==> config.mk <==
export PLATFORM = sky130hd
export DESIGN_NAME = visor_top
export DESIGN_NICKNAME = d
export VERILOG_FILES = /design/src/visor_reg_pkg.sv /design/src/target_if_pkg.sv /design/src/visor_cmd_decoder.sv /design/src/visor_reg_bank.sv /design/src/breakpoint_unit.sv /design/src/code_bus_diverter.sv /design/src/avalon_write_master.sv /design/src/visor_top.sv
export SDC_FILE = /design/constraint.sdc
export NUM_CORES = 1
export LEC_CHECK = 0
export BUFFER_PORTS_ARGS = -buffer_cell sky130_fd_sc_hd__buf_2
export CAP_MARGIN = 20
export CORE_AREA = 8 8 162 164
export CTS_CLUSTER_SIZE = 8
export DETAILED_ROUTE_END_ITERATION = 8
export DIE_AREA = 0 0 170 172
export GPL_TIMING_DRIVEN = 0
export PLACE_DENSITY = 0.6
export SETUP_SLACK_MARGIN = 0.15
export SLEW_MARGIN = 0
export SYNTH_ARGS = -nofsm -noshare
export SYNTH_HDL_FRONTEND = slang
export SYNTH_SLANG_ARGS = --single-unit
==> constraint.sdc <==
create_clock -name sysreset -period 12.45 [get_ports sysreset]
set_input_delay 2.49 -clock sysreset [delete_from_list [all_inputs] [get_ports sysreset]]
set_output_delay 2.49 -clock sysreset [all_outputs]
set_load 0.01 [all_outputs]
==> src/visor_reg_pkg.sv <==
package visor_reg_pkg;

    localparam int REG_IDX_WIDTH = 5;
    localparam int REG_COUNT     = 17;

    // writable registers
    localparam int REG_BP0          = 0;
    localparam int REG_BP1          = 1;
    localparam int REG_BP2          = 2;
    localparam int REG_BP3          = 3;
    localparam int REG_FORCE_OPCODE = 4;
    localparam int REG_POKE_DATA    = 5;
    localparam int REG_AV_WRITEDATA = 6;
    localparam int REG_AV_ADDRESS   = 7;
    localparam int REG_BUS_CTRL     = 8;
    localparam int REG_DEBUG_FORCE  = 9;
    localparam int REG_AV_CTRL      = 10;

    // read-only registers
    localparam int REG_EXR_SHADOW   = 11;
    localparam int REG_TG_CODE_ADDR = 12;
    localparam int REG_TG_PEEK      = 13;
    localparam int REG_TG_DEBUG_OUT = 14;
    localparam int REG_BP_HIT       = 15;
    localparam int REG_AV_STATUS    = 16;

    // bus control fields, bp enables are four bits from BUS_CTRL_BP_ENABLE up
    localparam int BUS_CTRL_FORCE_READY = 0;
    localparam int BUS_CTRL_RESET_REQ   = 1;
    localparam int BUS_CTRL_DIVERT      = 2;
    localparam int BUS_CTRL_BP_ENABLE   = 3;
    localparam int BUS_CTRL_WIDTH       = 7;

    localparam int AV_CTRL_START  = 0;
    localparam int AV_STATUS_BUSY = 0;

endpackage

==> src/target_if_pkg.sv <==
package target_if_pkg;

    // code and data word of the target
    localparam int CODE_WIDTH = 16;

    // debug inputs are {force exec, force load exr, hold}
    localparam int DEBUG_IN_WIDTH = 3;

    localparam int DEBUG_OUT_WIDTH = 2;

    // debug output bits
    localparam int DBG_OUT_ENABLE_EXEC = 0;
    localparam int DBG_OUT_LOADING_EXR = 1;

endpackage

==> src/visor_cmd_decoder.sv <==
module visor_cmd_decoder (
    input  logic                                    sysreset,
    input  logic                                    sysclk,
    input  logic                                    cmd_strobe,
    input  logic                                    cmd_write,
    input  logic [visor_reg_pkg::REG_IDX_WIDTH-1:0] cmd_reg,
    input  logic [target_if_pkg::CODE_WIDTH-1:0]    cmd_wdata,
    output logic [visor_reg_pkg::REG_COUNT-1:0]     reg_load,
    output logic [target_if_pkg::CODE_WIDTH-1:0]    load_data,
    output logic                                    rd_strobe,
    output logic [visor_reg_pkg::REG_IDX_WIDTH-1:0] rd_sel
);
    import visor_reg_pkg::*;

    logic writable;

    // read-only indices never get a strobe
    assign writable = (cmd_reg <= REG_IDX_WIDTH'(REG_AV_CTRL));

    always_ff @(posedge sysreset or posedge sysclk) begin
        if (sysclk) begin
            reg_load  <= '0;
            rd_strobe <= 1'b0;
        end else begin
            if (cmd_strobe && cmd_write && writable) begin
                reg_load <= REG_COUNT'(1) << cmd_reg;
            end else begin
                reg_load <= '0;
            end
            rd_strobe <= cmd_strobe && !cmd_write;
        end
    end

    // command payload
    always_ff @(posedge sysreset) begin
        if (cmd_strobe) begin
            load_data <= cmd_wdata;
            rd_sel    <= cmd_reg;
        end
    end

    // a single register per command
    a_load_onehot: assert property (
        @(posedge sysreset) disable iff (sysclk) $onehot0(reg_load)
    );

endmodule

==> src/visor_reg_bank.sv <==
module visor_reg_bank #(
    parameter int NUM_BREAKPOINTS = 4
) (
    input  logic                                         sysreset,
    input  logic                                         sysclk,
    input  logic [visor_reg_pkg::REG_COUNT-1:0]          reg_load,
    input  logic [target_if_pkg::CODE_WIDTH-1:0]         load_data,
    input  logic                                         rd_strobe,
    input  logic [visor_reg_pkg::REG_IDX_WIDTH-1:0]      rd_sel,
    input  logic [target_if_pkg::CODE_WIDTH-1:0]         exr_shadow,
    input  logic                                         bp_hit,
    input  logic                                         av_busy,
    input  logic [target_if_pkg::CODE_WIDTH-1:0]         tg_code_addr,
    input  logic [target_if_pkg::CODE_WIDTH-1:0]         tg_peek_data,
    input  logic [target_if_pkg::DEBUG_OUT_WIDTH-1:0]    tg_debug_out,
    output logic [target_if_pkg::CODE_WIDTH-1:0]         bp_addr [4],
    output logic [3:0]                                   bp_enable,
    output logic                                         bp_clear,
    output logic [target_if_pkg::CODE_WIDTH-1:0]         force_opcode,
    output logic                                         divert,
    output logic                                         force_ready,
    output logic                                         reset_req,
    output logic [target_if_pkg::DEBUG_IN_WIDTH-1:0]     tg_debug_in,
    output logic [target_if_pkg::CODE_WIDTH-1:0]         tg_poke_data,
    output logic [target_if_pkg::CODE_WIDTH-1:0]         av_address,
    output logic [target_if_pkg::CODE_WIDTH-1:0]         av_writedata,
    output logic                                         av_start,
    output logic                                         rsp_strobe,
    output logic [target_if_pkg::CODE_WIDTH-1:0]         rsp_data
);
    import visor_reg_pkg::*;
    import target_if_pkg::*;

    logic [BUS_CTRL_WIDTH-1:0] bus_ctrl;
    logic [3:0]                bp_en_field;
    logic                      av_ctrl;

    assign bp_en_field = bus_ctrl[BUS_CTRL_BP_ENABLE +: 4];

    // slots past NUM_BREAKPOINTS read as zero and stay disabled
    for (genvar i = 0; i < 4; i++) begin : g_bp
        if (i < NUM_BREAKPOINTS) begin : g_used
            always_ff @(posedge sysreset or posedge sysclk) begin
                if (sysclk) begin
                    bp_addr[i] <= '0;
                end else if (reg_load[REG_BP0 + i]) begin
                    bp_addr[i] <= load_data;
                end
            end
            assign bp_enable[i] = bp_en_field[i];
        end else begin : g_unused
            assign bp_addr[i]   = '0;
            assign bp_enable[i] = 1'b0;
        end
    end

    always_ff @(posedge sysreset or posedge sysclk) begin
        if (sysclk) begin
            force_opcode <= '0;
            tg_poke_data <= '0;
            av_writedata <= '0;
            av_address   <= '0;
            bus_ctrl     <= '0;
            tg_debug_in  <= '0;
            av_ctrl      <= 1'b0;
        end else begin
            if (reg_load[REG_FORCE_OPCODE]) begin
                force_opcode <= load_data;
            end
            if (reg_load[REG_POKE_DATA]) begin
                tg_poke_data <= load_data;
            end
            if (reg_load[REG_AV_WRITEDATA]) begin
                av_writedata <= load_data;
            end
            if (reg_load[REG_AV_ADDRESS]) begin
                av_address <= load_data;
            end
            if (reg_load[REG_BUS_CTRL]) begin
                bus_ctrl <= load_data[BUS_CTRL_WIDTH-1:0];
            end
            if (reg_load[REG_DEBUG_FORCE]) begin
                tg_debug_in <= load_data[DEBUG_IN_WIDTH-1:0];
            end
            if (reg_load[REG_AV_CTRL]) begin
                av_ctrl <= load_data[AV_CTRL_START];
            end
        end
    end

    assign force_ready = bus_ctrl[BUS_CTRL_FORCE_READY];
    assign reset_req   = bus_ctrl[BUS_CTRL_RESET_REQ];
    assign divert      = bus_ctrl[BUS_CTRL_DIVERT];

    // one-cycle pulses, valid in the same cycle as the load
    assign bp_clear = |reg_load[REG_BP3:REG_BP0];
    assign av_start = reg_load[REG_AV_CTRL] && load_data[AV_CTRL_START];

    // registered readback
    always_ff @(posedge sysreset or posedge sysclk) begin
        if (sysclk) begin
            rsp_strobe <= 1'b0;
            rsp_data   <= '0;
        end else begin
            rsp_strobe <= rd_strobe;
            if (rd_strobe) begin
                rsp_data <= '0;
                case (rd_sel)
                    REG_BP0, REG_BP1, REG_BP2, REG_BP3: rsp_data <= bp_addr[rd_sel[1:0]];
                    REG_FORCE_OPCODE: rsp_data <= force_opcode;
                    REG_POKE_DATA:    rsp_data <= tg_poke_data;
                    REG_AV_WRITEDATA: rsp_data <= av_writedata;
                    REG_AV_ADDRESS:   rsp_data <= av_address;
                    REG_BUS_CTRL:     rsp_data <= CODE_WIDTH'(bus_ctrl);
                    REG_DEBUG_FORCE:  rsp_data <= CODE_WIDTH'(tg_debug_in);
                    REG_AV_CTRL:      rsp_data[AV_CTRL_START] <= av_ctrl;
                    REG_EXR_SHADOW:   rsp_data <= exr_shadow;
                    REG_TG_CODE_ADDR: rsp_data <= tg_code_addr;
                    REG_TG_PEEK:      rsp_data <= tg_peek_data;
                    REG_TG_DEBUG_OUT: rsp_data <= CODE_WIDTH'(tg_debug_out);
                    REG_BP_HIT:       rsp_data <= CODE_WIDTH'(bp_hit);
                    REG_AV_STATUS:    rsp_data[AV_STATUS_BUSY] <= av_busy;
                    default:          rsp_data <= '0;
                endcase
            end
        end
    end

endmodule

==> src/breakpoint_unit.sv <==
module breakpoint_unit #(
    parameter int NUM_BREAKPOINTS = 4
) (
    input  logic                                      sysreset,
    input  logic                                      sysclk,
    input  logic [target_if_pkg::CODE_WIDTH-1:0]      tg_code_addr,
    input  logic [target_if_pkg::DEBUG_OUT_WIDTH-1:0] tg_debug_out,
    input  logic [target_if_pkg::CODE_WIDTH-1:0]      bp_addr [4],
    input  logic [3:0]                                bp_enable,
    input  logic                                      bp_clear,
    input  logic                                      divert,
    input  logic [target_if_pkg::CODE_WIDTH-1:0]      rom_code_in,
    output logic                                      bp_hit,
    output logic [target_if_pkg::CODE_WIDTH-1:0]      exr_shadow
);
    import target_if_pkg::*;

    logic match;
    logic enable_exec;
    logic loading_exr;

    assign enable_exec = tg_debug_out[DBG_OUT_ENABLE_EXEC];
    assign loading_exr = tg_debug_out[DBG_OUT_LOADING_EXR];

    // any enabled slot equal to the fetch address
    always_comb begin
        match = 1'b0;
        for (int i = 0; i < NUM_BREAKPOINTS; i++) begin
            if (bp_enable[i] && (tg_code_addr == bp_addr[i])) begin
                match = 1'b1;
            end
        end
    end

    // sticky until a breakpoint register is rewritten
    always_ff @(posedge sysreset or posedge sysclk) begin
        if (sysclk) begin
            bp_hit <= 1'b0;
        end else if (bp_clear) begin
            bp_hit <= 1'b0;
        end else if (match && enable_exec) begin
            bp_hit <= 1'b1;
        end
    end

    // shadow only what the real ROM delivers
    always_ff @(posedge sysreset or posedge sysclk) begin
        if (sysclk) begin
            exr_shadow <= '0;
        end else if (loading_exr && !divert) begin
            exr_shadow <= rom_code_in;
        end
    end

endmodule

==> src/code_bus_diverter.sv <==
module code_bus_diverter (
    input  logic                                 sysclk,
    input  logic [target_if_pkg::CODE_WIDTH-1:0] rom_code_in,
    input  logic                                 rom_code_ready,
    input  logic [target_if_pkg::CODE_WIDTH-1:0] force_opcode,
    input  logic                                 divert,
    input  logic                                 force_ready,
    input  logic                                 reset_req,
    input  logic                                 bp_hit,
    output logic [target_if_pkg::CODE_WIDTH-1:0] tg_code_in,
    output logic                                 tg_code_ready,
    output logic                                 tg_reset
);

    // forced opcode path or the ROM
    assign tg_code_in = divert ? force_opcode : rom_code_in;

    // a breakpoint hit stalls the ROM path only
    assign tg_code_ready = divert ? force_ready : (rom_code_ready && !bp_hit);

    // target is held while the system is in reset
    assign tg_reset = sysclk || reset_req;

endmodule

==> src/avalon_write_master.sv <==
module avalon_write_master (
    input  logic sysreset,
    input  logic sysclk,
    input  logic av_start,
    input  logic av_waitrequest,
    output logic av_write,
    output logic av_busy
);

    always_ff @(posedge sysreset or posedge sysclk) begin
        if (sysclk) begin
            av_write <= 1'b0;
        end else if (av_write) begin
            // slave accepted this cycle
            if (!av_waitrequest) begin
                av_write <= 1'b0;
            end
        end else if (av_start) begin
            av_write <= 1'b1;
        end
    end

    assign av_busy = av_write;

    // write must not be withdrawn while the slave stalls
    a_hold_write: assert property (
        @(posedge sysreset) disable iff (sysclk)
        av_write && av_waitrequest |=> av_write
    );

endmodule

==> src/visor_top.sv <==
module visor_top #(
    parameter int NUM_BREAKPOINTS = 4
) (
    input  logic                                      sysreset,
    input  logic                                      sysclk,
    input  logic                                      cmd_strobe,
    input  logic                                      cmd_write,
    input  logic [visor_reg_pkg::REG_IDX_WIDTH-1:0]   cmd_reg,
    input  logic [target_if_pkg::CODE_WIDTH-1:0]      cmd_wdata,
    output logic                                      rsp_strobe,
    output logic [target_if_pkg::CODE_WIDTH-1:0]      rsp_data,
    input  logic [target_if_pkg::CODE_WIDTH-1:0]      rom_code_in,
    input  logic                                      rom_code_ready,
    input  logic [target_if_pkg::CODE_WIDTH-1:0]      tg_code_addr,
    output logic [target_if_pkg::CODE_WIDTH-1:0]      tg_code_in,
    output logic                                      tg_code_ready,
    output logic [target_if_pkg::DEBUG_IN_WIDTH-1:0]  tg_debug_in,
    input  logic [target_if_pkg::DEBUG_OUT_WIDTH-1:0] tg_debug_out,
    output logic                                      tg_reset,
    input  logic [target_if_pkg::CODE_WIDTH-1:0]      tg_peek_data,
    output logic [target_if_pkg::CODE_WIDTH-1:0]      tg_poke_data,
    output logic [target_if_pkg::CODE_WIDTH-1:0]      av_address,
    input  logic                                      av_waitrequest,
    output logic [target_if_pkg::CODE_WIDTH-1:0]      av_writedata,
    output logic                                      av_write
);
    import visor_reg_pkg::*;
    import target_if_pkg::*;

    // stage 1 to stage 2
    logic [REG_COUNT-1:0]     reg_load;
    logic [CODE_WIDTH-1:0]    load_data;
    logic                     rd_strobe;
    logic [REG_IDX_WIDTH-1:0] rd_sel;

    // bank controls
    logic [CODE_WIDTH-1:0] bp_addr [4];
    logic [3:0]            bp_enable;
    logic                  bp_clear;
    logic [CODE_WIDTH-1:0] force_opcode;
    logic                  divert;
    logic                  force_ready;
    logic                  reset_req;
    logic                  av_start;

    // status back into the bank
    logic [CODE_WIDTH-1:0] exr_shadow;
    logic                  bp_hit;
    logic                  av_busy;

    visor_cmd_decoder u_decoder (
        .sysreset   (sysreset),
        .sysclk     (sysclk),
        .cmd_strobe (cmd_strobe),
        .cmd_write  (cmd_write),
        .cmd_reg    (cmd_reg),
        .cmd_wdata  (cmd_wdata),
        .reg_load   (reg_load),
        .load_data  (load_data),
        .rd_strobe  (rd_strobe),
        .rd_sel     (rd_sel)
    );

    visor_reg_bank #(
        .NUM_BREAKPOINTS (NUM_BREAKPOINTS)
    ) u_bank (
        .sysreset     (sysreset),
        .sysclk       (sysclk),
        .reg_load     (reg_load),
        .load_data    (load_data),
        .rd_strobe    (rd_strobe),
        .rd_sel       (rd_sel),
        .exr_shadow   (exr_shadow),
        .bp_hit       (bp_hit),
        .av_busy      (av_busy),
        .tg_code_addr (tg_code_addr),
        .tg_peek_data (tg_peek_data),
        .tg_debug_out (tg_debug_out),
        .bp_addr      (bp_addr),
        .bp_enable    (bp_enable),
        .bp_clear     (bp_clear),
        .force_opcode (force_opcode),
        .divert       (divert),
        .force_ready  (force_ready),
        .reset_req    (reset_req),
        .tg_debug_in  (tg_debug_in),
        .tg_poke_data (tg_poke_data),
        .av_address   (av_address),
        .av_writedata (av_writedata),
        .av_start     (av_start),
        .rsp_strobe   (rsp_strobe),
        .rsp_data     (rsp_data)
    );

    breakpoint_unit #(
        .NUM_BREAKPOINTS (NUM_BREAKPOINTS)
    ) u_breakpoint (
        .sysreset     (sysreset),
        .sysclk       (sysclk),
        .tg_code_addr (tg_code_addr),
        .tg_debug_out (tg_debug_out),
        .bp_addr      (bp_addr),
        .bp_enable    (bp_enable),
        .bp_clear     (bp_clear),
        .divert       (divert),
        .rom_code_in  (rom_code_in),
        .bp_hit       (bp_hit),
        .exr_shadow   (exr_shadow)
    );

    code_bus_diverter u_diverter (
        .sysclk         (sysclk),
        .rom_code_in    (rom_code_in),
        .rom_code_ready (rom_code_ready),
        .force_opcode   (force_opcode),
        .divert         (divert),
        .force_ready    (force_ready),
        .reset_req      (reset_req),
        .bp_hit         (bp_hit),
        .tg_code_in     (tg_code_in),
        .tg_code_ready  (tg_code_ready),
        .tg_reset       (tg_reset)
    );

    avalon_write_master u_av_master (
        .sysreset       (sysreset),
        .sysclk         (sysclk),
        .av_start       (av_start),
        .av_waitrequest (av_waitrequest),
        .av_write       (av_write),
        .av_busy        (av_busy)
    );

endmodule

==> flow_metrics.env <==
export IMPL_ys_top_cells_by_area="dfrtp_1 48%, mux2_2 20%, edfxtp_1 6.4%"
export IMPL_gp_congestion=0.8742
export IMPL_synth_top_cell_area_share_pct=47.55
export IMPL_min_period_ns=5.520
export IMPL_synth_most_common_cell="dfrtp_1"
export IMPL_drv_cap=0
export IMPL_finalSetupViolations=0
export IMPL_synth_flop_cell="dfrtp_1"
export IMPL_grt_pass1_wl_um=47110
export IMPL_critPathMaxFanout=2
export IMPL_cts_sinks=207
export IMPL_dr_total_vias=6957
export IMPL_path_clk_slew_ns=0.05
export IMPL_clockBufferDepth=3
export IMPL_reg2regPathDepth=7
export IMPL_cp_slowest_cell="mux2_2"
export IMPL_track_usage_pct=21.49
export IMPL_hold_path_class="flip-flop to flip-flop"
export IMPL_max_freq_ghz=0.1811
export IMPL_multi_input_area_um2=4156
export IMPL_fin_nets=987
export IMPL_critPathKind="input pin to primary output"
export IMPL_holdBufCountCts=0
export IMPL_drt_iter0_drc=708
export IMPL_cts_tree="built"
export IMPL_worstPathArrival_ns=3.03
export IMPL_ys_seq_area_share_pct=53.99
export IMPL_postSynth_asyncResetShare_pct=89.86
export IMPL_tns_ns=0
export IMPL_max_stage_delay_ns=0.28
export IMPL_maxSlewHeadroom_pct=37.58
export IMPL_synth_compound_area_share_pct=6.979
export IMPL_synthesis_area_um2=9789
export IMPL_slew_viol_final=0
export IMPL_antenna_left=0
export IMPL_postSynthCellCount=731
export IMPL_yosysWarnings=0
export IMPL_status="completed"
export IMPL_synth_edf_count=21
export IMPL_synthMuxAreaShare_pct=23.34
export IMPL_synthAdderAreaFrac_pct=0
export IMPL_synthSimpleGateAreaFrac_pct=6.327
export IMPL_antenna_found_initial=1
export IMPL_wl_per_cell_um=25.41
export IMPL_fin_skew_ns=0.01191
export IMPL_crit_top_cell="buf_2"
export IMPL_core_area_um2=23820
export IMPL_synth_seq_cells=207
export IMPL_p_per_area_nw_per_um2=155.1
export IMPL_die_w_um=170
export IMPL_hold_violations=0
export IMPL_synth_avg_cell_area_um2=13.39
export IMPL_syn_to_final_growth_pct=19.87
export IMPL_clkLatencyLatePin_ns=0.53
export IMPL_synth_top_family_by_area="multiplexers"
export IMPL_dp_cells=1203
export IMPL_layout_drive_gt1_share_pct=41.68
export IMPL_hold_depth=0
export IMPL_tightest_slew_ns=0.9362
export IMPL_fin_cells=1244
export IMPL_path_cells="buf_2, mux2_2, buf_2"
export IMPL_post_cts_repair_setup_buffers=0
export IMPL_ctsHtreeMaxLevel=1
export IMPL_rsz0062_at_grt="false"
export IMPL_grt_pass1_vias=7329
export IMPL_period_share_pct=44.34
export IMPL_io_pins=164
export IMPL_grt_overflow_total=0
export IMPL_cp_start_kind="input pin"
export IMPL_worst_ep_required_time_ns=9.96
export IMPL_finalWirelength_um=31610
export IMPL_synth_xor_area_share_pct=5.815
export IMPL_ir_drop_v=0.00008896
export IMPL_ys_types=48
export IMPL_grt_max_degree=125
export IMPL_drt_vias_per_instance=5.592
export IMPL_dieHeight_um=172
export IMPL_rows=57
export IMPL_place_hpwl_um=23050
export IMPL_cts_repair_resized=0
export IMPL_p_leak_nw=5.416
export IMPL_drc=0
export IMPL_final_util_pct=49.26
export IMPL_end_kind="primary output"
export IMPL_portBuffers=147
export IMPL_synth_nets=808
export IMPL_n_fill_cell=2189
export IMPL_cts_root_buffer_cell="clkbuf_16"
export IMPL_cts_buffers=29
export IMPL_first_pass_iters=5
export IMPL_synth_area_leader_cell="dfrtp_1"
export IMPL_synthTopCellsByCount="186 x dfrtp_1, 170 x mux2_2, 61 x xor2_1, 38 x clkbuf_1, 30 x a22oi_1"
export IMPL_die_area_um2=29240
export IMPL_initial_core_util_pct=41.10
export IMPL_regArea_um2=5285
-- worst paths after layout --
check	startpoint	endpoint	slack, ns
min in group asynchronous	sysclk	u_bank.bp_addr[8]$_DFFE_PP0P_	2.00
worst max register to register	u_decoder.rd_sel[3]$_DFFE_PP_	u_bank.rsp_data[13]$_DFFE_PP0P_	9.91
max in group asynchronous	sysclk	u_bank.av_address[10]$_DFFE_PP0P_	9.45
worst min register to register	u_decoder.rd_strobe$_DFF_PP0_	u_bank.rsp_strobe$_DFF_PP0_	0.39
worst min-delay path	u_decoder.rd_strobe$_DFF_PP0_	u_bank.rsp_strobe$_DFF_PP0_	0.39
worst max-delay path	rom_code_in[11]	tg_code_in[11]	6.93
-- power by group --
| group | switching, mW | internal, mW | total [mW] |
|---|---|---|---|
| logic | 0.144 | 0.139 | 0.283 |
| clock network | 0.275 | 0.417 | 0.692 |
| registers | 0.0794 | 0.766 | 0.845 |
| total | 0.498 | 1.32 | 1.82 |
-- stage by stage --
| stage | setup slack, ns | power (mW) | hold slack, ns | area [um2] |
|---|---|---|---|---|
| 2_1_floorplan | 4.903 | 1.005 | 0.3520 | 9789 |
| 3_3_place_gp | 2.493 | 1.131 | 0.3750 | 10930 |
| 3_5_place_dp | 6.929 | 1.137 | 0.3729 | 10970 |
| 4_1_cts | 6.928 | 1.831 | 0.3885 | 11730 |
| 5_1_grt | 6.917 | 1.891 | 0.3944 | 11740 |
| 6_report | 6.930 | 1.820 | 0.3870 | 11740 |
-- per-layer routing --
metal	track usage, %	routed length [um]	vias up
met2	35.59	15240	247
met1	28.49	13490	3609
li1	-	-	3056
met5	0	0	-
met3	3.630	2120	45
met4	6.789	753	0
-- flip-flops by register name, indices dropped and copies added (netlist names) --
| signal | count |
|---|---|
| u_av_master.av_busy | 1 |
| u_bank.av_address | 16 |
| u_decoder.load_data | 16 |
| u_bank.tg_debug_in | 3 |
| u_decoder.rd_strobe | 1 |
| u_bank.bus_ctrl | 7 |
| u_breakpoint.bp_hit | 1 |
| u_bank.av_writedata | 16 |
| u_breakpoint.exr_shadow | 16 |
| u_decoder.rd_sel | 5 |
| u_decoder.reg_load | 11 |
| u_bank.bp_addr | 64 |
| u_bank.rsp_data | 16 |
| u_bank.av_ctrl | 1 |
| u_bank.force_opcode | 16 |
| u_bank.tg_poke_data | 16 |
| u_bank.rsp_strobe | 1 |
-- cells by family (layout without fill, tap and decap cells) --
| group | after synthesis | after routing |
|---|---|---|
| xor+xnor | 65 | 65 |
| other cells | 0 | 1 |
| buf+inv | 78 | 266 |
| simple gates | 107 | 107 |
| mux | 187 | 187 |
| compound gates | 87 | 87 |
| flops | 207 | 207 |
-- final cells by class --
class                      count  share of cell area [%]
timing repair buffer         148                   6.504
tap                          324                   3.455
clock buffer                  40                   6.536
inverter                      17                  0.6077
multi-input combinational    446                   35.42
antenna                        1                 0.02132
buffer                        61                   2.420
sequential                   207                   45.04
-- layout by cell type, fill, tap and decap left out, types with 9 or more instances in the layout --
| cell | instances |
|---|---|
| a222oi_1 | 11 |
| a22oi_1 | 30 |
| a41o_1 | 9 |
| and3_1 | 17 |
| buf_2 | 149 |
| clkbuf_1 | 49 |
| clkbuf_16 | 29 |
| dfrtp_1 | 186 |
| edfxtp_1 | 21 |
| inv_1 | 16 |
| mux2_2 | 170 |
| mux4_2 | 16 |
| nand2_1 | 21 |
| nor2_1 | 11 |
| nor3_1 | 10 |
| nor4_1 | 13 |
| o21ai_0 | 9 |
| xor2_1 | 61 |
-- critical path, delay by kind of cell --
| kind | cells | cell delay, ns |
|---|---|---|
| buffers and inverters | 2 | 0.27 |
| muxes | 1 | 0.28 |
Note: power is estimated with default switching activity, not from simulation.
